$ cat src/design/cpu_cfg.svh
`ifndef CPU_CFG_SVH
`define CPU_CFG_SVH

// same depth for instruction and data memory
`define MEM_WORDS 1024
`define MEM_ADDR_W 10

`define RESET_PC 32'h0000_0000

`endif
$ cat src/design/cpu_ctrl_pkg.sv
package cpu_ctrl_pkg;

	typedef enum logic [2:0] {
		FETCH,
		DECODE,
		EXECUTE,
		MEMACCESS,
		WRITEBACK
	} ctrl_state_t;

	typedef enum logic [1:0] {PC_PLUS4, PC_BRANCH, PC_JUMP} pc_sel_t;

	// LSWI is imm << 2, LSW is rb << sv, BENX is rt for compare
	typedef enum logic [2:0] {RB_DATA, IMM, LSWI, LSW, BENX, SRC2_NONE} alu_src2_t;

	typedef enum logic [1:0] {IMM5_ZE, IMM15_ZE, IMM15_SE, IMM20_SE} imm_ext_t;

	typedef enum logic [1:0] {ALU_RESULT, IMM_DATA, LOAD_DATA, WB_NONE} wb_sel_t;

	typedef enum logic [2:0] {ADD, SUB, AND, OR, XOR, SRL, SLL, ROR} alu_op_t;

endpackage

$ cat src/design/cpu_isa_pkg.sv
package cpu_isa_pkg;

	typedef enum logic [5:0] {
		LWI     = 6'b000010,
		SWI     = 6'b001010,
		TY_LS   = 6'b011100,
		TY_BASE = 6'b100000,
		MOVI    = 6'b100010,
		JJ      = 6'b100100,
		TY_B    = 6'b100110,
		ADDI    = 6'b101000,
		XORI    = 6'b101011,
		ORI     = 6'b101100
	} opcode_t;

	// low 5 bits of the sub-opcode field
	typedef enum logic [4:0] {
		ADD   = 5'b00000,
		SUB   = 5'b00001,
		AND   = 5'b00010,
		XOR   = 5'b00011,
		OR    = 5'b00100,
		SLLI  = 5'b01000,
		SRLI  = 5'b01001,
		ROTRI = 5'b01011
	} sub_base_t;

	typedef enum logic [7:0] {
		LW = 8'b00000010,
		SW = 8'b00001010
	} sub_ls_t;

	typedef struct packed {
		logic       rsv;
		opcode_t    opcode;
		logic [4:0] rt;
		logic [4:0] ra;
		logic [4:0] rb;
		logic [1:0] sv;
		logic [7:0] sub;
	} reg_view_t;

	// imm[14] doubles as the branch sense, 0 is BEQ
	typedef struct packed {
		logic        rsv;
		opcode_t     opcode;
		logic [4:0]  rt;
		logic [4:0]  ra;
		logic [14:0] imm;
	} imm_view_t;

	typedef union packed {
		reg_view_t r;
		imm_view_t i;
	} isa_word_u;

endpackage

$ cat src/design/datapath.sv
`include "cpu_cfg.svh"

module datapath (
	input  logic                          clock,
	input  logic                          reset,
	input  logic                          enable_fetch,
	input  logic                          enable_decode,
	input  logic                          enable_execute,
	input  logic                          enable_memaccess,
	input  logic                          enable_writeback,
	input  cpu_ctrl_pkg::pc_sel_t         pc_sel,
	input  cpu_ctrl_pkg::alu_src2_t       alu_src2_sel,
	input  cpu_ctrl_pkg::imm_ext_t        imm_ext_sel,
	input  cpu_ctrl_pkg::wb_sel_t         wb_sel,
	input  cpu_ctrl_pkg::alu_op_t         alu_op,
	input  logic                          dm_read,
	input  logic                          dm_write,
	input  logic                          reg_write_en,
	output cpu_isa_pkg::isa_word_u        instruction,
	output logic                          alu_zero,
	output logic [`MEM_ADDR_W-1:0]        im_addr,
	input  logic [31:0]                   im_rdata,
	output logic [`MEM_ADDR_W-1:0]        dm_addr,
	output logic [31:0]                   dm_wdata,
	input  logic [31:0]                   dm_rdata,
	output logic                          retire,
	output logic [31:0]                   retire_pc,
	output logic                          reg_write,
	output logic [4:0]                    reg_write_addr,
	output logic [31:0]                   reg_write_data,
	output logic                          dm_store,
	output logic [31:0]                   dm_store_addr,
	output logic [31:0]                   dm_store_data
);
	import cpu_ctrl_pkg::*;

	logic [31:0] pc;
	logic [31:0] ir_bits;
	logic [31:0] ra_data;
	logic [31:0] rb_data;
	logic [31:0] rt_data;
	logic [31:0] imm_ext;
	logic [31:0] alu_b;
	logic [31:0] alu_result;
	logic        alu_zero_raw;
	logic [31:0] alu_result_q;
	logic [31:0] rt_q;
	logic [31:0] wb_data;
	logic [31:0] pc_next;

	assign ir_bits = instruction;

	register_file u_register_file (
		.clock      (clock),
		.reset      (reset),
		.ra_addr    (instruction.r.ra),
		.rb_addr    (instruction.r.rb),
		.rt_addr    (instruction.r.rt),
		.ra_data    (ra_data),
		.rb_data    (rb_data),
		.rt_data    (rt_data),
		.write_en   (reg_write),
		.write_addr (instruction.r.rt),
		.write_data (wb_data)
	);

	alu u_alu (
		.a      (ra_data),
		.b      (alu_b),
		.op     (alu_op),
		.result (alu_result),
		.zero   (alu_zero_raw)
	);

	always_comb begin
		case (imm_ext_sel)
			IMM5_ZE:  imm_ext = {27'd0, instruction.r.rb};
			IMM15_SE: imm_ext = {{17{instruction.i.imm[14]}}, instruction.i.imm};
			IMM20_SE: imm_ext = {{12{ir_bits[19]}}, ir_bits[19:0]};
			default:  imm_ext = {17'd0, instruction.i.imm};
		endcase
	end

	always_comb begin
		case (alu_src2_sel)
			RB_DATA: alu_b = rb_data;
			IMM:     alu_b = imm_ext;
			LSWI:    alu_b = {15'd0, instruction.i.imm, 2'b00};
			LSW:     alu_b = rb_data << instruction.r.sv;
			BENX:    alu_b = rt_data;
			default: alu_b = 32'd0;
		endcase
	end

	always_comb begin
		case (wb_sel)
			ALU_RESULT: wb_data = alu_result_q;
			IMM_DATA:   wb_data = imm_ext;
			LOAD_DATA:  wb_data = dm_rdata;
			default:    wb_data = 32'd0;
		endcase
	end

	// branch and jump offsets are word counts
	always_comb begin
		case (pc_sel)
			PC_BRANCH: pc_next = pc + {{16{ir_bits[13]}}, ir_bits[13:0], 2'b00};
			PC_JUMP:   pc_next = pc + {{6{ir_bits[23]}}, ir_bits[23:0], 2'b00};
			default:   pc_next = pc + 32'd4;
		endcase
	end

	always_ff @(posedge clock or posedge reset) begin
		if (reset) begin
			pc <= `RESET_PC;
			instruction <= '0;
		end else begin
			if (enable_decode) begin
				instruction <= im_rdata;
			end
			if (enable_writeback) begin
				pc <= pc_next;
			end
		end
	end

	always_ff @(posedge clock) begin
		if (enable_execute) begin
			alu_result_q <= alu_result;
			alu_zero <= alu_zero_raw;
			rt_q <= rt_data;
		end
	end

	// memory addresses park at zero when idle
	assign im_addr = enable_fetch ? pc[`MEM_ADDR_W+1:2] : '0;
	assign dm_addr = (dm_read | dm_write) ? alu_result_q[`MEM_ADDR_W+1:2] : '0;
	assign dm_wdata = rt_q;

	assign retire = enable_writeback;
	assign retire_pc = pc;
	assign reg_write = reg_write_en & enable_writeback;
	assign reg_write_addr = instruction.r.rt;
	assign reg_write_data = wb_data;
	assign dm_store = dm_write & enable_memaccess;
	assign dm_store_addr = alu_result_q;
	assign dm_store_data = rt_q;

endmodule

$ cat src/design/register_file.sv
module register_file (
	input  logic        clock,
	input  logic        reset,
	input  logic [4:0]  ra_addr,
	input  logic [4:0]  rb_addr,
	input  logic [4:0]  rt_addr,
	output logic [31:0] ra_data,
	output logic [31:0] rb_data,
	output logic [31:0] rt_data,
	input  logic        write_en,
	input  logic [4:0]  write_addr,
	input  logic [31:0] write_data
);
	logic [31:0] regs [32];

	always_ff @(posedge clock or posedge reset) begin
		if (reset) begin
			for (int i = 0; i < 32; i++) begin
				regs[i] <= 32'd0;
			end
		end else if (write_en) begin
			regs[write_addr] <= write_data;
		end
	end

	// rt port feeds store data and branch compare
	assign ra_data = regs[ra_addr];
	assign rb_data = regs[rb_addr];
	assign rt_data = regs[rt_addr];

endmodule

$ cat src/design/alu.sv
module alu (
	input  logic                  [31:0] a,
	input  logic                  [31:0] b,
	input  cpu_ctrl_pkg::alu_op_t        op,
	output logic                  [31:0] result,
	output logic                         zero
);
	import cpu_ctrl_pkg::*;

	logic [4:0]  shamt;
	logic [63:0] rotated;

	assign shamt = b[4:0];
	// low half of the doubled word gives the right rotate
	assign rotated = {a, a} >> shamt;

	always_comb begin
		case (op)
			SUB:     result = a - b;
			AND:     result = a & b;
			OR:      result = a | b;
			XOR:     result = a ^ b;
			SRL:     result = a >> shamt;
			SLL:     result = a << shamt;
			ROR:     result = rotated[31:0];
			default: result = a + b;
		endcase
	end

	assign zero = (result == 32'd0);

endmodule

$ cat config.mk
export PLATFORM = sky130hd
export DESIGN_NAME = datapath
export DESIGN_NICKNAME = d
export VERILOG_FILES = /design/src/design/cpu_ctrl_pkg.sv /design/src/design/cpu_isa_pkg.sv /design/src/design/datapath.sv /design/src/design/register_file.sv /design/src/design/alu.sv
export VERILOG_INCLUDE_DIRS = /design/src /design/src/design
export SDC_FILE = /design/constraint.sdc
export NUM_CORES = 2
export LEC_CHECK = 0
export BUFFER_PORTS_ARGS = -buffer_cell sky130_fd_sc_hd__buf_2
export CAP_MARGIN = 20
export CORE_MARGIN = 3
export CORE_UTILIZATION = 40
export DETAILED_ROUTE_END_ITERATION = 6
export MAX_ROUTING_LAYER = met4
export PLACE_DENSITY = 0.6
export SYNTH_ARGS = -nofsm -noshare
export SYNTH_HDL_FRONTEND = slang
export SYNTH_SLANG_ARGS = --single-unit
$ cat constraint.sdc
create_clock -name clock -period 40.1 [get_ports clock]
set_input_delay 8.02 -clock clock [delete_from_list [all_inputs] [get_ports clock]]
set_output_delay 8.02 -clock clock [all_outputs]
set_load 0.05 [all_outputs]
# Word level (Yosys, flattened, before mapping)
# Cells that the tools add are included.
word_totals:
  in_bits: 86
  regBits: 1153
  word_cells: 100
classes:
  add_sub_neg: 5
  n_eq_ne: 17
  shift: 4
  muxes: 19
  order_cmp: 4
  reduce_logical: 5
  bitwise_logic: 9
op_table:
  columns: ["operator", "count"]
  rows:
  - ["$bwmux 1024", 1]
  - ["$bmux 32 s5", 3]
  - ["$mux 32", 7]
  - ["$pmux 32 s7", 1]
  - ["$pmux 32 s3", 2]
  - ["$demux 32 s5", 1]
  - ["$pmux 32 s5", 1]
  - ["$add 32x32->32", 3]
  - ["$pmux 32 s2", 1]
  - ["$shr 64x5->32", 1]
  - ["$add 32x3->32 const B", 1]
  - ["$and 32x32->32", 1]
  - ["$logic_not 32->1", 1]
  - ["$or 32x32->32", 1]
  - ["$shl 32x2->32", 1]
  - ["$shl 32x5->32", 1]
  - ["$shr 32x5->32", 1]
  - ["$sub 32x32->32", 1]
  - ["$xor 32x32->32", 1]
  - ["$mux 10", 2]
  - ["$ge 6x6->1 const B", 3]
  - ["$not 5->6", 3]
  - ["$eq 3x3->1 const B", 5]
  - ["$eq 3x2->1 const B", 4]
  - ["other kinds (9)", 16]

# Longest topological paths before layout
logic_depth:
  depth_word: 9
  mapped_depth: 37

# Modules after synthesis
# A second synthesis with hierarchy kept.
unflattened:
  cells_unflattened: 7825
  hier_area_um2: 82215.1
modules_own_cells:
  columns: ["module", "area_each_um2", "n_inst", "cells_per_inst"]
  rows:
  - ["register_file", 65004.8, 1, 5764]
  - ["datapath", 8739.6, 1, 878]
  - ["alu", 8470.6, 1, 1183]

# Least setup slack after synthesis
# No wires, ideal clock.
synth_timing:
  path_kind: "input to output"
  start: "input port wb_sel[1]"
  end: "output port reg_write_data[10]"
  cell_stages: 7
  path_slack_ns: 22.283
  arrival_time_ns: 9.797
  n_path_buf: 3
  path_cell_list: "clkbuf_1 > clkbuf_1 > mux2i_1 > nor2_1 > a21oi_1 > clkbuf_1 > inv_1"
synth_between:
  elab_chain_len: 2
synth_rtl:
  columns: ["element", "line", "rtl"]
  rows:
  - ["from (decl)", "datapath.sv:14", "input cpu_ctrl_pkg::wb_sel_t wb_sel,"]
  - ["$eq 2x2->1 (tied with other cells)", "datapath.sv:96", "case (wb_sel)"]
  - ["$pmux 32 s3 (*)", "datapath.sv:96", null]
  - ["to (decl)", "datapath.sv:30", "output logic [31:0] reg_write_data,"]
# Every way passes the cells marked *; elsewhere a longest branch is shown, timed or not.

# Worst setup path after layout
layout_timing:
  start: "input port wb_sel[1]"
  end: "output port reg_write_data[12]"
# Same word-level chain as after synthesis.

==> impl_metrics.csv <==
group,metric,value,unit
final_layout,multiInputGateArea,44000,um^2
floorplanning,num_io_pins,307,
power,peakVddDrop,34.3,uV
floorplanning,fp-row-count,159,
grt,overflow,0,
logic_synthesis,synth_area,76600,um^2
setup_path,path_cells,"buf_2 > buf_4 > nand2b_1 > nor2_2 > buf_4 > a21oi_4 > inv_1 > buf_2",
logic_synthesis,ys_seq_elements,1151,
floorplanning,core,189000,um^2
clock_tree,numCtsBuffers,131,
clock_tree,clkTransAtPathRegs,0.06,ns
placement,place_area,80200,um^2
logic_synthesis,async_flop_share,94.4,%
min_path,holdCritPathClass,"flop to flop",
final_layout,layout-drive-gt1-share,19.1,%
power,power.leakage,36.6,nW
logic_synthesis,synth_warnings,0,
setup_path,end_kind,"output pin",
setup_path,cp.required,32.08,ns
final_layout,finalInstanceArea,84800,um^2
drt,post_drt_wl_per_cell,34.3,um
sta,post-route-min-period,19.27,ns
clock_tree,cts_max_path_buffers,3,
drt,via_count,68568,
logic_synthesis,yosys_most_used_dff,"dfrtp_1",
grt,grt_usage,35.4,%
floorplanning,start_util,40.5,%
logic_synthesis,avgSynthCellArea,10.1,um^2
sta,grt_setup_unrepaired,"no",
sta,relSlewSlack,13.3,%
clock_tree,cts-root-buf,"clkbuf_16",
grt,grt_pass1_wl,489000,um
grt,antenna_found_initial,16,
sta,clock_skew,0.0358,ns
setup_path,arrival,11.25,ns
outcome,status,"complete, but fails checks",
drt,first_pass_iters,7,
drt,via_per_inst,6.75,
clock_tree,cts.repair.resized,0,
sta,setup_violations,0,
final_layout,register_area,29200,um^2
sta,worst_slack,20.83,ns
clock_tree,clock_sinks,1151,
drt,detail-route-antenna-nets,0,
placement,port_buffers,304,
final_layout,nFillCells,17717,
clock_tree,clock_latency,0.81,ns
outcome,violations,"design-rule violations",
power,powerDensity,67.2,nW/um^2
drt,routed_wl,348000,um
sta,finalHoldViolCount,0,
final_layout,nNetsFinal,7767,
placement,dp_hpwl,225000,um
flow_run,drv_cap,0,
floorplanning,dieArea,197000,um^2
power,power,5.69,mW
clock_tree,cts_hold_buf,0,
setup_path,slowest_stage,"a21oi_4",
logic_synthesis,ys_seq_area_share,38.0,%
setup_path,path_buf_inv,5,
setup_path,cpPeakStageDelay,0.89,ns
setup_path,cp_top_family,"buffers and inverters",
floorplanning,die_h,443,um
grt,grt_max_degree,164,
placement,pre_cts_ws,20.59,ns
placement,gp_congestion,1.06,
final_layout,area_growth_syn_to_layout,10.7,%
clock_tree,cts_tree,"built",
final_layout,final_core_util,44.9,%
setup_path,path_class,"primary input to output pin",
logic_synthesis,syn-instance-count,7616,
drt,drc,1,
clock_tree,cts_setup_buffers,0,
sta,final-max-slew-violation-count,0,
setup_path,crit_path_start_kind,"primary input",
floorplanning,die_w,443,um
setup_path,worstPathMaxFanout,33,
sta,max_freq,0.0519,GHz
logic_synthesis,yosysUniqueCellTypes,101,
sta,setup-tns-final,0,ns
sta,min_period_over_period,48.1,%
sta,tightest_slew,1.26,ns
logic_synthesis,synth_edf_count,65,
clock_tree,htree_levels,4,
drt,drt-initial-drc-count,10671,
grt,grt_pass1_vias,64616,
==> state kept, by name (all words and copies together), names as in the netlist <==
register              cells
dm_store_data            32
dm_store_addr            32
instruction              32
retire_pc                30
u_register_file.regs   1024
alu_zero                  1
==> synth_stat cells, types with 65 or more instances <==
library cell,number,area [um^2]
buf_4,66,495
ha_1,128,1600
clkbuf_1,479,1800
o22ai_1,252,1580
mux2i_1,861,8620
xnor2_1,65,569
inv_1,114,428
nand3_1,96,480
mux2_2,94,1060
dfrtp_1,1086,27200
buf_2,122,611
edfxtp_1,65,1950
nor2_1,1091,4100
mux4_2,477,10700
nand2_1,305,1140
a22oi_1,211,1580
a21oi_1,1034,5170
o21ai_0,214,1070
nor4_1,70,438
==> power by group <==
part	internal [mW]	switching, mW	leakage (nW)
Clock	0.750	0.526	2.20
Sequential	1.54	0.387	14.5
Combinational	0.969	1.52	19.9
==> routing by layer <==
| layer | part of all wire (%) | up-vias | GRT usage, % |
|---|---|---|---|
| li1 | - | 28280 | - |
| met1 | 37 | 33988 | 43.5 |
| met2 | 42 | 5037 | 50.2 |
| met3 | 12 | 1263 | 10.1 |
| met4 | 8.6 | 0 | 24.7 |
| met5 | 0 | - | - |
==> placed cells by master, fill, tap and decap left out, drive strengths merged, types with 41 or more instances in the layout <==
master,synthesis,final
a21oi,1035,1035
a22o,41,41
a22oi,211,211
and2,53,53
buf,272,551
clkbuf,479,187
dfrtp,1086,1086
edfxtp,65,65
ha,128,128
inv,124,127
mux2,94,94
mux2i,868,868
mux4,477,477
nand2,306,306
nand3,96,96
nand4,54,54
nor2,1091,1091
nor4,76,76
o21ai,222,222
o22ai,253,253
xnor2,65,65
==> cell families after synthesis <==
kind of cell | Yosys count | synth area share, %
compound gates | 2095 | 16.4
simple gates | 1851 | 10.6
mux | 1439 | 26.8
flops | 1151 | 38.0
buf+inv | 876 | 5.14
fa+ha+maj | 130 | 2.14
xor+xnor | 73 | 0.835
other cells | 1 | 0.00490
==> layout make-up <==
| cell class | instances | share of cell area [%] |
|---|---|---|
| repair buffers | 552 | 4.12 |
| inverters | 125 | 0.562 |
| diodes | 13 | 0.0384 |
| multi-input cells | 5590 | 51.9 |
| well taps | 2495 | 3.68 |
| flip-flops and latches | 1151 | 34.4 |
| clock buffers | 186 | 4.56 |
| clock inverters | 49 | 0.756 |
==> final timing paths <==
kind | start | endpoint | slack (ns) | cells past startpoint
min in group asynchronous | reset | u_register_file.regs[536] | 7.28 | 2
setup reg to reg | instruction[20] | alu_zero | 27.82 | 30
hold reg to reg | retire_pc[31] | retire_pc[31] | 0.48 | 1
hold / removal | retire_pc[31] | retire_pc[31] | 0.48 | 1
max in group asynchronous | reset | u_register_file.regs[649] | 28.84 | 6
setup / recovery | wb_sel[1] | reg_write_data[12] | 20.83 | 8
==> stage by stage <==
stage,hold WS (ns),cells
floorplan,0.479,7617
global placement,0.471,9909
detailed placement,0.475,9911
CTS,0.484,10146
global route,0.517,10157
finish,0.484,10161
(Power assumes the default switching activity.)
