### config.mk
export PLATFORM = sky130hd
export DESIGN_NAME = controller
export DESIGN_NICKNAME = d
export VERILOG_FILES = /design/src/design/cpu_cfg.svh /design/src/design/cpu_ctrl_pkg.sv /design/src/design/cpu_isa_pkg.sv /design/src/design/controller.sv
export SDC_FILE = /design/constraint.sdc
export NUM_CORES = 1
export LEC_CHECK = 0
export BUFFER_PORTS_ARGS = -buffer_cell sky130_fd_sc_hd__buf_2
export CORE_MARGIN = 2
export CORE_UTILIZATION = 43
export CTS_CLUSTER_SIZE = 8
export DETAILED_ROUTE_END_ITERATION = 10
export PLACE_DENSITY = 0.9
export SKIP_CTS_REPAIR_TIMING = 1
export SLEW_MARGIN = 20
export SYNTH_ARGS = -nofsm -noshare
export SYNTH_HDL_FRONTEND = slang
export SYNTH_SLANG_ARGS = --single-unit
### constraint.sdc
create_clock -name clock -period 2.9 [get_ports clock]
set_input_delay 0.58 -clock clock [delete_from_list [all_inputs] [get_ports clock]]
set_output_delay 0.58 -clock clock [all_outputs]
set_load 0.03 [all_outputs]
### src/design/cpu_cfg.svh
`ifndef CPU_CFG_SVH
`define CPU_CFG_SVH

// same depth for instruction and data memory
`define MEM_WORDS 1024
`define MEM_ADDR_W 10

`define RESET_PC 32'h0000_0000

`endif
### src/design/cpu_ctrl_pkg.sv
package cpu_ctrl_pkg;

	typedef enum logic [2:0] {
		FETCH,
		DECODE,
		EXECUTE,
		MEMACCESS,
		WRITEBACK
	} ctrl_state_t;

	typedef enum logic [1:0] {PC_PLUS4, PC_BRANCH, PC_JUMP} pc_sel_t;

	// LSWI is imm << 2, LSW is rb << sv, BENX is rt for compare
	typedef enum logic [2:0] {RB_DATA, IMM, LSWI, LSW, BENX, SRC2_NONE} alu_src2_t;

	typedef enum logic [1:0] {IMM5_ZE, IMM15_ZE, IMM15_SE, IMM20_SE} imm_ext_t;

	typedef enum logic [1:0] {ALU_RESULT, IMM_DATA, LOAD_DATA, WB_NONE} wb_sel_t;

	typedef enum logic [2:0] {ADD, SUB, AND, OR, XOR, SRL, SLL, ROR} alu_op_t;

endpackage

### src/design/cpu_isa_pkg.sv
package cpu_isa_pkg;

	typedef enum logic [5:0] {
		LWI     = 6'b000010,
		SWI     = 6'b001010,
		TY_LS   = 6'b011100,
		TY_BASE = 6'b100000,
		MOVI    = 6'b100010,
		JJ      = 6'b100100,
		TY_B    = 6'b100110,
		ADDI    = 6'b101000,
		XORI    = 6'b101011,
		ORI     = 6'b101100
	} opcode_t;

	// low 5 bits of the sub-opcode field
	typedef enum logic [4:0] {
		ADD   = 5'b00000,
		SUB   = 5'b00001,
		AND   = 5'b00010,
		XOR   = 5'b00011,
		OR    = 5'b00100,
		SLLI  = 5'b01000,
		SRLI  = 5'b01001,
		ROTRI = 5'b01011
	} sub_base_t;

	typedef enum logic [7:0] {
		LW = 8'b00000010,
		SW = 8'b00001010
	} sub_ls_t;

	typedef struct packed {
		logic       rsv;
		opcode_t    opcode;
		logic [4:0] rt;
		logic [4:0] ra;
		logic [4:0] rb;
		logic [1:0] sv;
		logic [7:0] sub;
	} reg_view_t;

	// imm[14] doubles as the branch sense, 0 is BEQ
	typedef struct packed {
		logic        rsv;
		opcode_t     opcode;
		logic [4:0]  rt;
		logic [4:0]  ra;
		logic [14:0] imm;
	} imm_view_t;

	typedef union packed {
		reg_view_t r;
		imm_view_t i;
	} isa_word_u;

endpackage

### src/design/controller.sv
module controller (
	input  logic                    clock,
	input  logic                    reset,
	input  cpu_isa_pkg::isa_word_u  instruction,
	input  logic                    alu_zero,
	output logic                    enable_fetch,
	output logic                    enable_decode,
	output logic                    enable_execute,
	output logic                    enable_memaccess,
	output logic                    enable_writeback,
	output cpu_ctrl_pkg::pc_sel_t   pc_sel,
	output cpu_ctrl_pkg::alu_src2_t alu_src2_sel,
	output cpu_ctrl_pkg::imm_ext_t  imm_ext_sel,
	output cpu_ctrl_pkg::wb_sel_t   wb_sel,
	output cpu_ctrl_pkg::alu_op_t   alu_op,
	output logic                    dm_read,
	output logic                    dm_write,
	output logic                    reg_write_en
);
	import cpu_isa_pkg::*;
	import cpu_ctrl_pkg::*;

	ctrl_state_t state;
	ctrl_state_t next_state;
	sub_base_t   sub_base;
	sub_ls_t     sub_ls;

	assign sub_base = sub_base_t'(instruction.r.sub[4:0]);
	assign sub_ls = sub_ls_t'(instruction.r.sub);

	always_ff @(posedge clock or posedge reset) begin
		if (reset) begin
			state <= FETCH;
		end else begin
			state <= next_state;
		end
	end

	always_comb begin
		case (state)
			FETCH:     next_state = DECODE;
			DECODE:    next_state = EXECUTE;
			EXECUTE:   next_state = MEMACCESS;
			MEMACCESS: next_state = WRITEBACK;
			default:   next_state = FETCH;
		endcase
	end

	assign enable_fetch = (state == FETCH);
	assign enable_decode = (state == DECODE);
	assign enable_execute = (state == EXECUTE);
	assign enable_memaccess = (state == MEMACCESS);
	assign enable_writeback = (state == WRITEBACK);

	// taken when the sense bit and the equal flag disagree
	always_comb begin
		case (instruction.r.opcode)
			TY_B:    pc_sel = (instruction.i.imm[14] ^ alu_zero) ? PC_BRANCH : PC_PLUS4;
			JJ:      pc_sel = PC_JUMP;
			default: pc_sel = PC_PLUS4;
		endcase
	end

	always_comb begin
		alu_src2_sel = SRC2_NONE;
		imm_ext_sel = IMM15_ZE;
		wb_sel = WB_NONE;
		alu_op = cpu_ctrl_pkg::ADD;
		dm_read = 1'b0;
		dm_write = 1'b0;
		reg_write_en = 1'b0;
		case (instruction.r.opcode)
			TY_BASE: begin
				case (sub_base)
					cpu_isa_pkg::ADD, cpu_isa_pkg::SUB, cpu_isa_pkg::AND,
					cpu_isa_pkg::OR, cpu_isa_pkg::XOR: begin
						alu_src2_sel = RB_DATA;
						wb_sel = ALU_RESULT;
						reg_write_en = 1'b1;
					end
					SRLI, SLLI, ROTRI: begin
						alu_src2_sel = IMM;
						imm_ext_sel = IMM5_ZE;
						wb_sel = ALU_RESULT;
						reg_write_en = 1'b1;
					end
					default: ;
				endcase
				case (sub_base)
					cpu_isa_pkg::SUB: alu_op = cpu_ctrl_pkg::SUB;
					cpu_isa_pkg::AND: alu_op = cpu_ctrl_pkg::AND;
					cpu_isa_pkg::OR:  alu_op = cpu_ctrl_pkg::OR;
					cpu_isa_pkg::XOR: alu_op = cpu_ctrl_pkg::XOR;
					SRLI:             alu_op = SRL;
					SLLI:             alu_op = SLL;
					ROTRI:            alu_op = ROR;
					default:          alu_op = cpu_ctrl_pkg::ADD;
				endcase
			end
			ADDI, ORI, XORI: begin
				alu_src2_sel = IMM;
				wb_sel = ALU_RESULT;
				reg_write_en = 1'b1;
				if (instruction.r.opcode == ADDI) begin
					imm_ext_sel = IMM15_SE;
				end else if (instruction.r.opcode == ORI) begin
					alu_op = cpu_ctrl_pkg::OR;
				end else begin
					alu_op = cpu_ctrl_pkg::XOR;
				end
			end
			MOVI: begin
				alu_src2_sel = IMM;
				imm_ext_sel = IMM20_SE;
				wb_sel = IMM_DATA;
				reg_write_en = 1'b1;
			end
			LWI: begin
				alu_src2_sel = LSWI;
				wb_sel = LOAD_DATA;
				dm_read = 1'b1;
				reg_write_en = 1'b1;
			end
			SWI: begin
				alu_src2_sel = LSWI;
				dm_write = 1'b1;
			end
			TY_LS: begin
				if (sub_ls == LW) begin
					alu_src2_sel = LSW;
					wb_sel = LOAD_DATA;
					dm_read = 1'b1;
					reg_write_en = 1'b1;
				end else if (sub_ls == SW) begin
					alu_src2_sel = LSW;
					dm_write = 1'b1;
				end
			end
			// ra minus rt sets the zero flag for the branch
			TY_B: begin
				alu_src2_sel = BENX;
				alu_op = cpu_ctrl_pkg::SUB;
			end
			default: ;
		endcase
	end

endmodule

---- Word-level counts from Yosys, hierarchy flattened ----
Cells that the tools add are included.
word-level totals
  register bits ........................... 3
  bits in latches ......................... 0
  bits in writable memories ............... 0
  ROM bits ................................ 0
  memories kept ........................... 0
cells by class
  add/subtract/negate cells ............... 0
  multipliers ............................. 0
  divide/modulo/power cells ............... 0
  $lt $le $gt $ge ......................... 0
  eq/ne operators ......................... 23
  shift operators ......................... 0
  muxes and demuxes ....................... 24
  bitwise logic cells ..................... 1
  reduce and logical (&&, ||, !) cells .... 9
operators with widths
  kind                count
  $eq 6x6->1 const B  7
  $pmux 3 s7          1
  $eq 5x4->1 const B  3
  $pmux 3 s5          1
  $mux 3              4
  $pmux 3 s4          1
  $eq 5x2->1 const B  2
  $pmux 2 s5          1
  $reduce_or 5->1     2
  $pmux 3 s3          1
  $eq 8x2->1 const B  1
  $eq 8x4->1 const B  1
  $reduce_or 8->1     1
  $mux 1              7
  $eq 3x2->1 const B  2
  $eq 6x2->1 const B  1
  $eq 6x4->1 const B  1
  $eq 6x5->1 const B  1
  $pmux 2 s3          1
  $pmux 3 s2          1
  $reduce_or 3->1     2
  $eq 5x1->1 const B  1
  $eq 5x3->1 const B  1
  $logic_not 5->1     1
  other kinds (10)    12

---- Depth between registers and ports, before layout ----
Gate-level depths: netlist (run 1).
  word-level depth ........................ 4
  mapped depth ............................ 5

---- Worst setup path before layout (run 1) ----
No wires, ideal clock.
  path kind ............................... input port to output port
  from .................................... in instruction[28] in the netlist's numbering
  to ...................................... out alu_op[1]
  data arrival time ....................... 2.023 ns
  path slack .............................. 0.297 ns
  cell stages on the path ................. 4
  cell sequence ........................... buf_2 buf_2 a21oi_1 nor4bb_1
between the ends
  cells in the longest elaborated chain, start to end .. 4
  elaborated cells on any way between the ends .. 9
  classes of those cells .................. eq/ne: 5; mux: 3; reduce/logical: 1
ends and longest elaborated chain
  item             line                                 RTL
  start, declared  controller.sv:4                      input cpu_isa_pkg::isa_word_u instruction,
  $eq 6x6->1       controller.sv:72, controller.sv:106
  $mux 3           controller.sv:106                    end else if (instruction.r.opcode == ORI) begin
  $mux 3           controller.sv:104                    if (instruction.r.opcode == ADDI) begin
  $pmux 3 s3 (*)   controller.sv:72                     case (instruction.r.opcode)
  end, declared    controller.sv:15                     output cpu_ctrl_pkg::alu_op_t alu_op,
Every way passes the cells marked *; elsewhere a longest branch is shown, timed or not.

---- Worst setup path after layout (run 1) ----
  from .................................... in instruction[30] in the netlist's numbering
  to ...................................... out alu_src2_sel[2]
between the ends
  cells in the longest elaborated chain, start to end .. 3
  elaborated cells on any way between the ends .. 12
  classes of those cells .................. eq/ne: 9; mux: 1; reduce/logical: 2
ends and longest elaborated chain
  item                                                                        line              RTL
  $eq 6x6->1 (tied with other cells)                                          controller.sv:72
  $reduce_or 4->1 (no source line) / $reduce_or 2->1 (equally long branches)  --
  $pmux 3 s5 (*)                                                              controller.sv:72
  end, declared                                                               controller.sv:12  output cpu_ctrl_pkg::alu_src2_t alu_src2_sel,
Marked as above.

==> metrics.md, run 1 <==
| Metric | Value |
|---|---|
| Antenna violations before repair | 0 |
| Htree depth | 1 |
| Arr. time, crit path | between 2 and 2.5 ns |
| WL/cell | 12.81 um |
| Setup TNS | 0 ns |
| Worst Reg2Reg Path Length in Cells | 3 |
| Final hold viol count | 0 |
| Cell mode on critical path | buf_2 |
| Max FFs per register | 3 |
| Global-route wire length before repair | 2849 um |
| Final setup viols | 0 |
| Setup CP Type | in -> out |
| Top Registers | state: 3 flops |
| Clk_skew | 0.002910 ns |
| Syn_nets | 139 |
| LEAKAGE | 0.4010 nW |
| Placed cell area | between 800 and 900 um^2 |
| CP Cell Sequence | buf_2 -> or3b_4 -> nor2b_2 -> or3b_1 -> o311ai_1 -> buf_2 |
| Max Cap Violations | 0 |
| Slowest CP cell | or3b_4 |
| M3 GR Usage | 0.03600 |
| Avg Cell Area, Syn | roughly 7.0 um^2 |
| Vias in the first global route | 677 |
| Rel. slew slack | 0.7296 |
| Clock Power Share | 0.350 |
| Core area | 1541 um^2 |
| GRT overflow | 0 |
| Min Tclk post-route | 2.635 ns |
| Rows | 14 |
| Post-DR vias/cell | roughly 6 |
| DRC violations left | 0 |
| Crit-path max cell delay | 0.44 ns |
| Wirelength, routed | 1934 um |
| Critical Path Sink Type | primary output |
| Worst-Skew Late Latency | 0.23 ns |
| CP delay by family, top | simple AND/OR/NAND/NOR gates |
| GRT Total Usage | 0.1890 |
| Diodes inserted | 0 |
| Slew @ Worst Pin | 0.4018 ns |
| # fillers | 152 |
| Nets | 171 |
| Worst Hold Class | in -> async |
| RR Startpoint | state[0]$_DFF_PP0_ |
| Worst reg2reg endpoint | state[1]$_DFF_PP0_ |
| Max clock buf depth | 2 |
| Outcome | finished clean |
| M2 GR Usage | 0.3143 |
| Vias | 906 |
| Max VDD drop | 0.1115 mV |
| Multi-input gate area | 579.3 um^2 |
| First-pass DRT Iterations | 4 |
| Largest net degree at the start of global routing | 22 |
| Post-synth EDFFs | 0 |
| Share of post-route cells with drive strength above 1 | 0.3852 |
| Die height | between 40 and 50 um |
| Cell internal pwr | 127.6 uW |
| Clk slew on worst S/H paths | 0.04 ns |
| Io pins | 55 |
| Most used DFF post-synth | dfrtp_1 |
| Switching Fraction | 0.3803 |
| Worst R2R Setup Slack | between 1.5 and 2 ns |
| Flops & latches, synth | 3 |
| # port buffers | 37 |
| Routability cong. | 0.8762 |
| Die width | roughly 45 um |
| NetSw | 78.34 uW |
| Initial Util | 0.4716 |
| Crit path required time | 2.32 ns |
| Num CTS Buffers | 3 |
| Area Overhead vs Synth | 24.44% |
| Yosys warning count | 0 |
| Met1 Resource Use GR | 0.2403 |
| Largest register by flop count | state |
| CTS tree | built |
| Buf/Inv on CP | 2 |
| Tot Pwr | 206.0 uW |
| GR peak layer | met2 |
| Full die area | just over 2000 um^2 |
| Clock sinks | 3 |
| Clock Tree Root | clkbuf_4 |
| Part of the power in combinational logic | 0.446 |
| RSZ-0062 raised after global routing | false |
| Synth cell types | just over 50 |
| CP startpoint kind | input pin |
| Antenna-violating nets left | 0 |
| Final instance area | 904.6 um^2 |
| Fmax | around 380 MHz |
| Seq/Total Area, Yosys | 0.1033 |
| Sequential fraction of design power | 0.204 |
| HPWL after DPL | 1493 um |
| Final period util | 0.9085 |
| Sequential Area | 75.07 um^2 |
| Drt first-iter violations | 35 |
| Mapped Area | between 700 and 800 um^2 |
| Final Max Tran Viols | 0 |
| PwrDens | about 230 nW/um^2 |
| Post-synth ARST share | 1.000 |
| Worst-path fanout max | 12 |
| Mapped Cells | between 100 and 150 |
[final cells by class]
| class | count | area share |
|---|---|---|
| Timing Repair Buffer | 37 | 0.2047 |
| Inverter | 5 | 0.02075 |
| Tap cell | 16 | 0.02213 |
| Sequential cell | 3 | 0.08299 |
| Clock buffer | 4 | 0.02905 |
| Multi-Input combinational cell | 86 | 0.6404 |
[metal layers]
metal	vias to the layer above	routed length, um	part of all wire
li1	455	-	-
met1	419	864	0.45
met2	32	956	0.49
met3	0	113	0.058
met4	0	0	0
met5	-	0	0
[cell usage in the layout, fill, tap and decap left out, types with 2 or more instances in the layout]
cell / Yosys / final
xnor2_1: 2 / 2
a211oi_1: 2 / 2
nor4_1: 3 / 3
inv_2: 2 / 2
nand2_1: 6 / 6
and2_1: 2 / 2
nand2b_1: 2 / 2
nand3_1: 3 / 3
o211ai_1: 3 / 3
inv_1: 3 / 3
o21ai_0: 4 / 4
o21bai_1: 2 / 2
nor3_1: 5 / 5
buf_2: 7 / 37
a21oi_1: 4 / 4
nor2_1: 8 / 8
nor3b_1: 3 / 3
dfrtp_1: 3 / 3
or3b_1: 2 / 2
nor2b_1: 3 / 3
o21ai_1: 3 / 3
xor2_1: 2 / 2
clkbuf_4: 0 / 3
[power by group through the flow]
stage	Combinational, mW	Sequential, mW	Clock, mW
6_report	0.0918	0.0421	0.0721
3_5_place_dp	0.0910	0.0426	0
3_3_place_gp	0.0882	0.0426	0
4_1_cts	0.0913	0.0421	0.0756
5_1_grt	0.100	0.0421	0.0811
2_1_floorplan	0.0680	0.0426	0
[synthesized netlist by cell type (all sizes together) (4+ instances only)]
library cell  instances  area share
buf                   9       0.069
nor2                  8       0.041
o21ai                 7       0.048
nand2                 6       0.031
nor3                  6       0.048
inv                   5       0.026
a21oi                 4       0.028
nor2b                 4       0.038
[how the worst max path moves through the flow]
stage | startpoint | end | slack (ns) | depth (start not counted)
finish | instruction[30] | alu_src2_sel[2] | 0.27 | 6
global route | instruction[30] | alu_src2_sel[2] | 0.24 | 6
CTS | instruction[30] | alu_src2_sel[2] | 0.27 | 6
detailed placement | instruction[30] | alu_src2_sel[2] | 0.28 | 6
global placement | instruction[30] | alu_src2_sel[2] | 0.30 | 6
floorplan | instruction[28] | alu_op[1] | 0.30 | 4
[kinds of logic after synthesis]
kind of cell,count (synthesis),synth area share
mux,1,0.01377
flops,3,0.1033
simple gates,52,0.4458
buf+inv,15,0.09981
xor+xnor,4,0.04820
compound gates,29,0.2892
[per-stage QoR]
step / worst slack, ns / cells / util / hold WS, ns
2_1_floorplan: 0.2973 / 104 / - / 0.3336
3_3_place_gp: 0.2987 / 147 / 0.5698 / 0.4392
3_5_place_dp: 0.2796 / 147 / 0.5698 / 0.4459
4_1_cts: 0.2733 / 151 / 0.5869 / 0.1989
5_1_grt: 0.2376 / 151 / 0.5869 / 0.2126
6_report: 0.2652 / 151 / 0.5869 / 0.2079
No activity file was read; power rests on OpenSTA's default activity.
==> run 2, diff against run 1 <==
==> constraint.sdc (replaced) <==
create_clock -name clock -period 2.9 [get_ports clock]
set_input_delay 0.58 -clock clock [delete_from_list [all_inputs] [get_ports clock]]
set_output_delay 0.58 -clock clock [all_outputs]
set_load 0.05 [all_outputs]
==> metrics.md, run 2 (synthesis results as in run 1) <==
| Metric | Value |
|---|---|
| Vias | 895 |
| Clock sinks | 3 |
| Fmax | 367.8 MHz |
| WL/cell | 13.81 um |
| Area Overhead vs Synth | 30.12% |
| Largest net degree at the start of global routing | 22 |
| Critical Path Sink Type | primary output |
| Tot Pwr | 221.5 uW |
| Sequential Area | 75.07 um^2 |
| Placed cell area | 919.6 um^2 |
| PwrDens | 234.1 nW/um^2 |
| Min Tclk post-route | 2.719 ns |
| GRT Total Usage | 0.2250 |
| Core area | 1541 um^2 |
| Arr. time, crit path | around 2.1 ns |
| # port buffers | 37 |
| Share of post-route cells with drive strength above 1 | 0.4265 |
| Max FFs per register | 3 |
| Setup TNS | 0 ns |
| Antenna-violating nets left | 0 |
| Drt first-iter violations | 18 |
| First-pass DRT Iterations | 4 |
| Final instance area | about 950 um^2 |
| RR Startpoint | state[2]$_DFF_PP0_ |
| Crit path required time | 2.32 ns |
| DRC violations left | 0 |
| Full die area | about 2000 um^2 |
| Die width | between 40 and 50 um |
| Global-route wire length before repair | 3387 um |
| Beginning of the critical path | instruction[30] |
| Nets | 172 |
| Worst Hold Class | in -> async |
| Rel. slew slack | 0.7309 |
| Htree depth | 1 |
| Num CTS Buffers | 3 |
| Max VDD drop | 0.1003 mV |
| GRT overflow | 0 |
| LEAKAGE | 0.4096 nW |
| Rows | 14 |
| Routability cong. | 0.8724 |
| Final hold viol count | 0 |
| Clock Tree Root | clkbuf_4 |
| HPWL after DPL | 1577 um |
| Initial Util | 0.4716 |
| Antenna violations before repair | 0 |
| Multi-input gate area | about 600 um^2 |
| Max Cap Violations | 0 |
| Slew @ Worst Pin | 0.3999 ns |
| Final Max Tran Viols | 0 |
| Clk_skew | 0.002069 ns |
| Commonest non-fill, non-tap cell in the layout | buf_2 |
| CP startpoint kind | input pin |
| Final period util | 0.9376 |
| Setup CP Type | in -> out |
| Most frequent cells in the layout | buf_2, nor2_1, nand2_1 |
| Max clock buf depth | 2 |
| Clk slew on worst S/H paths | approximately 0.04 ns |
| CTS tree | built |
| Io pins | 55 |
| Worst-path fanout max | 12 |
| Outcome | finished clean |
| Post-DR vias/cell | 5.888 |
| Die height | 45.12 um |
| Worst-Skew Late Latency | 0.24 ns |
| Vias in the first global route | 779 |
| # fillers | 146 |
| Diodes inserted | 0 |
| Wirelength, routed | 2099 um |
| Final setup viols | 0 |
| RSZ-0062 raised after global routing | false |
| Top Registers | state: 3 flops |
| Largest register by flop count | state |
[run 2: report_power, final]
part / internal [mW] / switching (mW) / leakage [nW]
clock network: 0.0516 / 0.0229 / 0.0150
logic: 0.0362 / 0.0686 / 0.357
registers: 0.0421 / 0 / 0.0372
[run 2: final cells by class]
type | count | area share
Clock buffer | 4 | 0.02778
Inverter | 5 | 0.01984
Multi-Input combinational cell | 86 | 0.6481
Sequential cell | 3 | 0.07937
Tap cell | 16 | 0.02116
Timing Repair Buffer | 38 | 0.2037
[run 2: critical path, cell delays in order]
cell and delay, ns:
buf_2 0.19, or3b_4 0.44, nor2b_2 0.14, or3b_1 0.40, o311ai_2 0.08, buf_2 0.30
[run 2: layer usage]
metal  up-vias  part of all wire  GRT usage
met5         -                 0          0
met4         0                 0    0.08824
met3         0             0.084    0.04000
met2        42              0.48     0.3657
met1       403              0.44     0.2930
li1        450                 -          -
[run 2: through the flow]
stage / worst slack, ns / std cells / util / hold slack [ns]
after floorplan: 0.01155 / 104 / - / 0.3336
after global placement: 0.2131 / 148 / 0.5966 / 0.4395
after detailed placement: 0.1931 / 148 / 0.5966 / 0.4488
after CTS: 0.1926 / 152 / 0.6136 / 0.1901
after global routing: 0.08765 / 152 / 0.6136 / 0.1988
final: 0.1809 / 152 / 0.6136 / 0.1971
[run 2: worst paths after layout]
kind                       slack, ns                 end  cells after the start
setup / recovery                0.18     alu_src2_sel[2]                      6
hold / removal                  0.20  state[2]$_DFF_PP0_                      2
setup reg to reg                1.86  state[1]$_DFF_PP0_                      3
hold reg to reg                 0.51  state[0]$_DFF_PP0_                      1
max in group asynchronous       2.58  state[0]$_DFF_PP0_                      2
min in group clock              0.51  state[0]$_DFF_PP0_                      1
==> run 3, diff against run 2 <==
--- a/config.mk
+++ b/config.mk
@@ -5,12 +5,14 @@
 export SDC_FILE = /design/constraint.sdc
 export NUM_CORES = 1
 export LEC_CHECK = 0
+export ABC_AREA = 1
 export BUFFER_PORTS_ARGS = -buffer_cell sky130_fd_sc_hd__buf_2
 export CORE_MARGIN = 2
-export CORE_UTILIZATION = 43
+export CORE_UTILIZATION = 41
 export CTS_CLUSTER_SIZE = 8
 export DETAILED_ROUTE_END_ITERATION = 10
-export PLACE_DENSITY = 0.9
+export PLACE_DENSITY = 0.84
+export SETUP_SLACK_MARGIN = 0.4
 export SKIP_CTS_REPAIR_TIMING = 1
 export SLEW_MARGIN = 20
 export SYNTH_ARGS = -nofsm -noshare
==> metrics.md, run 3 <==
| Metric | Value |
|---|---|
| Max FFs per register | 3 |
| Sequential Area | 75.07 um^2 |
| Crit-path max cell delay | 0.21 ns |
| Io pins | 55 |
| Mapped Area | about 670 um^2 |
| Largest cells by area after synthesis | nand2_1, nor2_1, dfrtp_1, inv_1, nor2_4 |
| Post-synth ARST share | 1.000 |
| Most frequent cells in the layout | nand2_1, buf_2, nor2_1 |
| Die height | 44.41 um |
| # port buffers | 37 |
| Diodes inserted | 0 |
| Placed cell area | 887.1 um^2 |
| DRC violations left | 0 |
| Most used DFF post-synth | dfrtp_1 |
| Worst-Skew Late Latency | 0.24 ns |
| Full die area | 1972 um^2 |
| Area share of the leading cell type in the synthesized netlist | 0.2131 |
| Max clock buf depth | 2 |
| Area Overhead vs Synth | 36.45% |
| Synth cell types | 19 |
| Slew @ Worst Pin | 0.2545 ns |
| GRT Total Usage | 0.1894 |
| PwrDens | approximately 230 nW/um^2 |
| Htree depth | 1 |
| Buf/Inv on CP | 2 |
| RR Startpoint | state[0]$_DFF_PP0_ |
| Drt first-iter violations | 18 |
| Final instance area | just over 900 um^2 |
| Multi-input gate area | 521.8 um^2 |
| Final hold viol count | 0 |
| Syn_nets | about 160 |
| Final period util | 0.7704 |
| Rel. slew slack | 0.8315 |
| Clk slew on worst S/H paths | 0.04 ns |
| HPWL after DPL | 1508 um |
| Routability cong. | roughly 0.86 |
| Max VDD drop | 0.2063 mV |
| Antenna-violating nets left | 0 |
| # fillers | 154 |
| Commonest non-fill, non-tap cell in the layout | nand2_1 |
| Antenna violations before repair | 0 |
| Yosys warning count | 0 |
| GRT overflow | 0 |
| Worst Reg2Reg Path Length in Cells | 3 |
| Worst reg2reg endpoint | state[1]$_DFF_PP0_ |
| WL/cell | 9.617 um |
| Clk_skew | 0.001282 ns |
| Initial Util | 0.4392 |
| Core area | roughly 1500 um^2 |
| Worst R2R Setup Slack | 2.06 ns |
| Fmax | 447.6 MHz |
| Largest net degree at the start of global routing | 7 |
| Setup TNS | 0 ns |
| Clock Tree Root | clkbuf_4 |
| Setup CP Type | in -> out |
| Top Registers | state: 3 flops |
| Min Tclk post-route | between 2 and 2.5 ns |
| Arr. time, crit path | 1.65 ns |
| Num CTS Buffers | 3 |
| RSZ-0062 raised after global routing | false |
| Die width | 44.41 um |
| Flops & latches, synth | 3 |
| Worst Hold Class | in -> async |
| CP Cell Sequence | buf_2 -> nor2_1 -> nand3_1 -> nand3_2 -> nor2_2 -> nor2_1 -> nand2_1 -> buf_2 |
| CP delay by family, top | simple AND/OR/NAND/NOR gates |
| Largest area contributor in the netlist | nand2_1 |
| Global-route wire length before repair | 2822 um |
| Wirelength, routed | 1760 um |
| Avg Cell Area, Syn | 5.313 um^2 |
| CTS tree | built |
| Largest register by flop count | state |
| Rows | 14 |
| Final Max Tran Viols | 0 |
| Vias in the first global route | slightly above 700 |
| Vias | 879 |
| Outcome | finished clean |
| Clock sinks | 3 |
| LEAKAGE | 0.6258 nW |
| Most frequent cell after synthesis | nand2_1 |
| Worst-path fanout max | 4 |
| Critical Path Sink Type | primary output |
| Post-synth EDFFs | 0 |
| Max Cap Violations | 0 |
| First-pass DRT Iterations | 4 |
| Commonest cells in the netlist | nand2_1, nor2_1, inv_1 |
| Post-DR vias/cell | 4.803 |
| Mapped Cells | 126 |
| Slowest CP cell | nor2_1 |
| Share of post-route cells with drive strength above 1 | 0.3593 |
| CP startpoint kind | input pin |
| Final setup viols | 0 |
| Crit path required time | approximately 2.3 ns |
| Seq/Total Area, Yosys | 0.1121 |
| Nets | 203 |
## run 3: changes by cell type in the layout (fill, tap and decap cells not counted), sizes merged, moves of 3 or more
cell | before | now
inv | 5 | 22
nand2b | 3 | 0
a21oi | 4 | 1
nor3 | 6 | 3
nor3b | 3 | 0
nor2b | 4 | 0
nor2 | 8 | 31
nor4 | 3 | 0
or3b | 3 | 0
nand2 | 6 | 43
nand3 | 3 | 14
## run 3: kinds of logic after synthesis
group           Yosys count  synth area share
compound gates            9           0.07850
xor+xnor                  1           0.01309
buf+inv                  22            0.1271
flops                     3            0.1121
simple gates             91            0.6692
## run 3: layout make-up
type,count,share of cell area
well taps,16,0.02192
repair buffers,37,0.2027
flip-flops and latches,3,0.08219
clock buffers,4,0.02877
multi-input cells,101,0.5712
inverters,22,0.09315
## run 3: power by group
group | internal [mW] | switching (mW)
Clock | 0.0517 | 0.0239
Sequential | 0.0421 | 0
Combinational | 0.0265 | 0.0614
Total | 0.120 | 0.0853
## run 3: worst reg2reg max path, stage by stage (launching register included)
cell and delay [ns]:
dfrtp_1 0.41, nor2_1 0.17, nand2_1 0.09, o21ai_0 0.09
## run 3: worst max-delay path by stage
| stage | startpoint | to | slack [ns] | depth (start not counted) |
|---|---|---|---|---|
| after floorplan | instruction[30] | dm_write | 0.48 | 7 |
| after global placement | instruction[30] | alu_src2_sel[2] | 0.70 | 10 |
| after detailed placement | instruction[30] | imm_ext_sel[0] | 0.68 | 10 |
| after CTS | instruction[30] | alu_src2_sel[2] | 0.68 | 10 |
| after global routing | instruction[2] | wb_sel[0] | 0.55 | 8 |
| final | instruction[2] | wb_sel[0] | 0.67 | 8 |
## run 3: layer usage
metal	vias to the layer above	global-route usage	routed length, um	share of wire
met5	-	0	0	0
met3	2	0	76	0.043
met4	0	0.09091	25	0.014
li1	468	-	-	-
met1	386	0.2481	781	0.44
met2	23	0.3235	876	0.50
## run 3: per-stage QoR
stage                     instances  setup slack [ns]  utilization  total power [mW]  hold slack (ns)
after detailed placement        179            0.6756       0.5821            0.1304           0.4525
after global placement          179            0.6977       0.5821            0.1282           0.4441
after global routing            183            0.5455       0.5993            0.2179           0.2066
after CTS                       183            0.6751       0.5993            0.2095           0.1963
final                           183            0.6659       0.5993            0.2056           0.2014
after floorplan                 126            0.4848            -            0.1015           0.3336
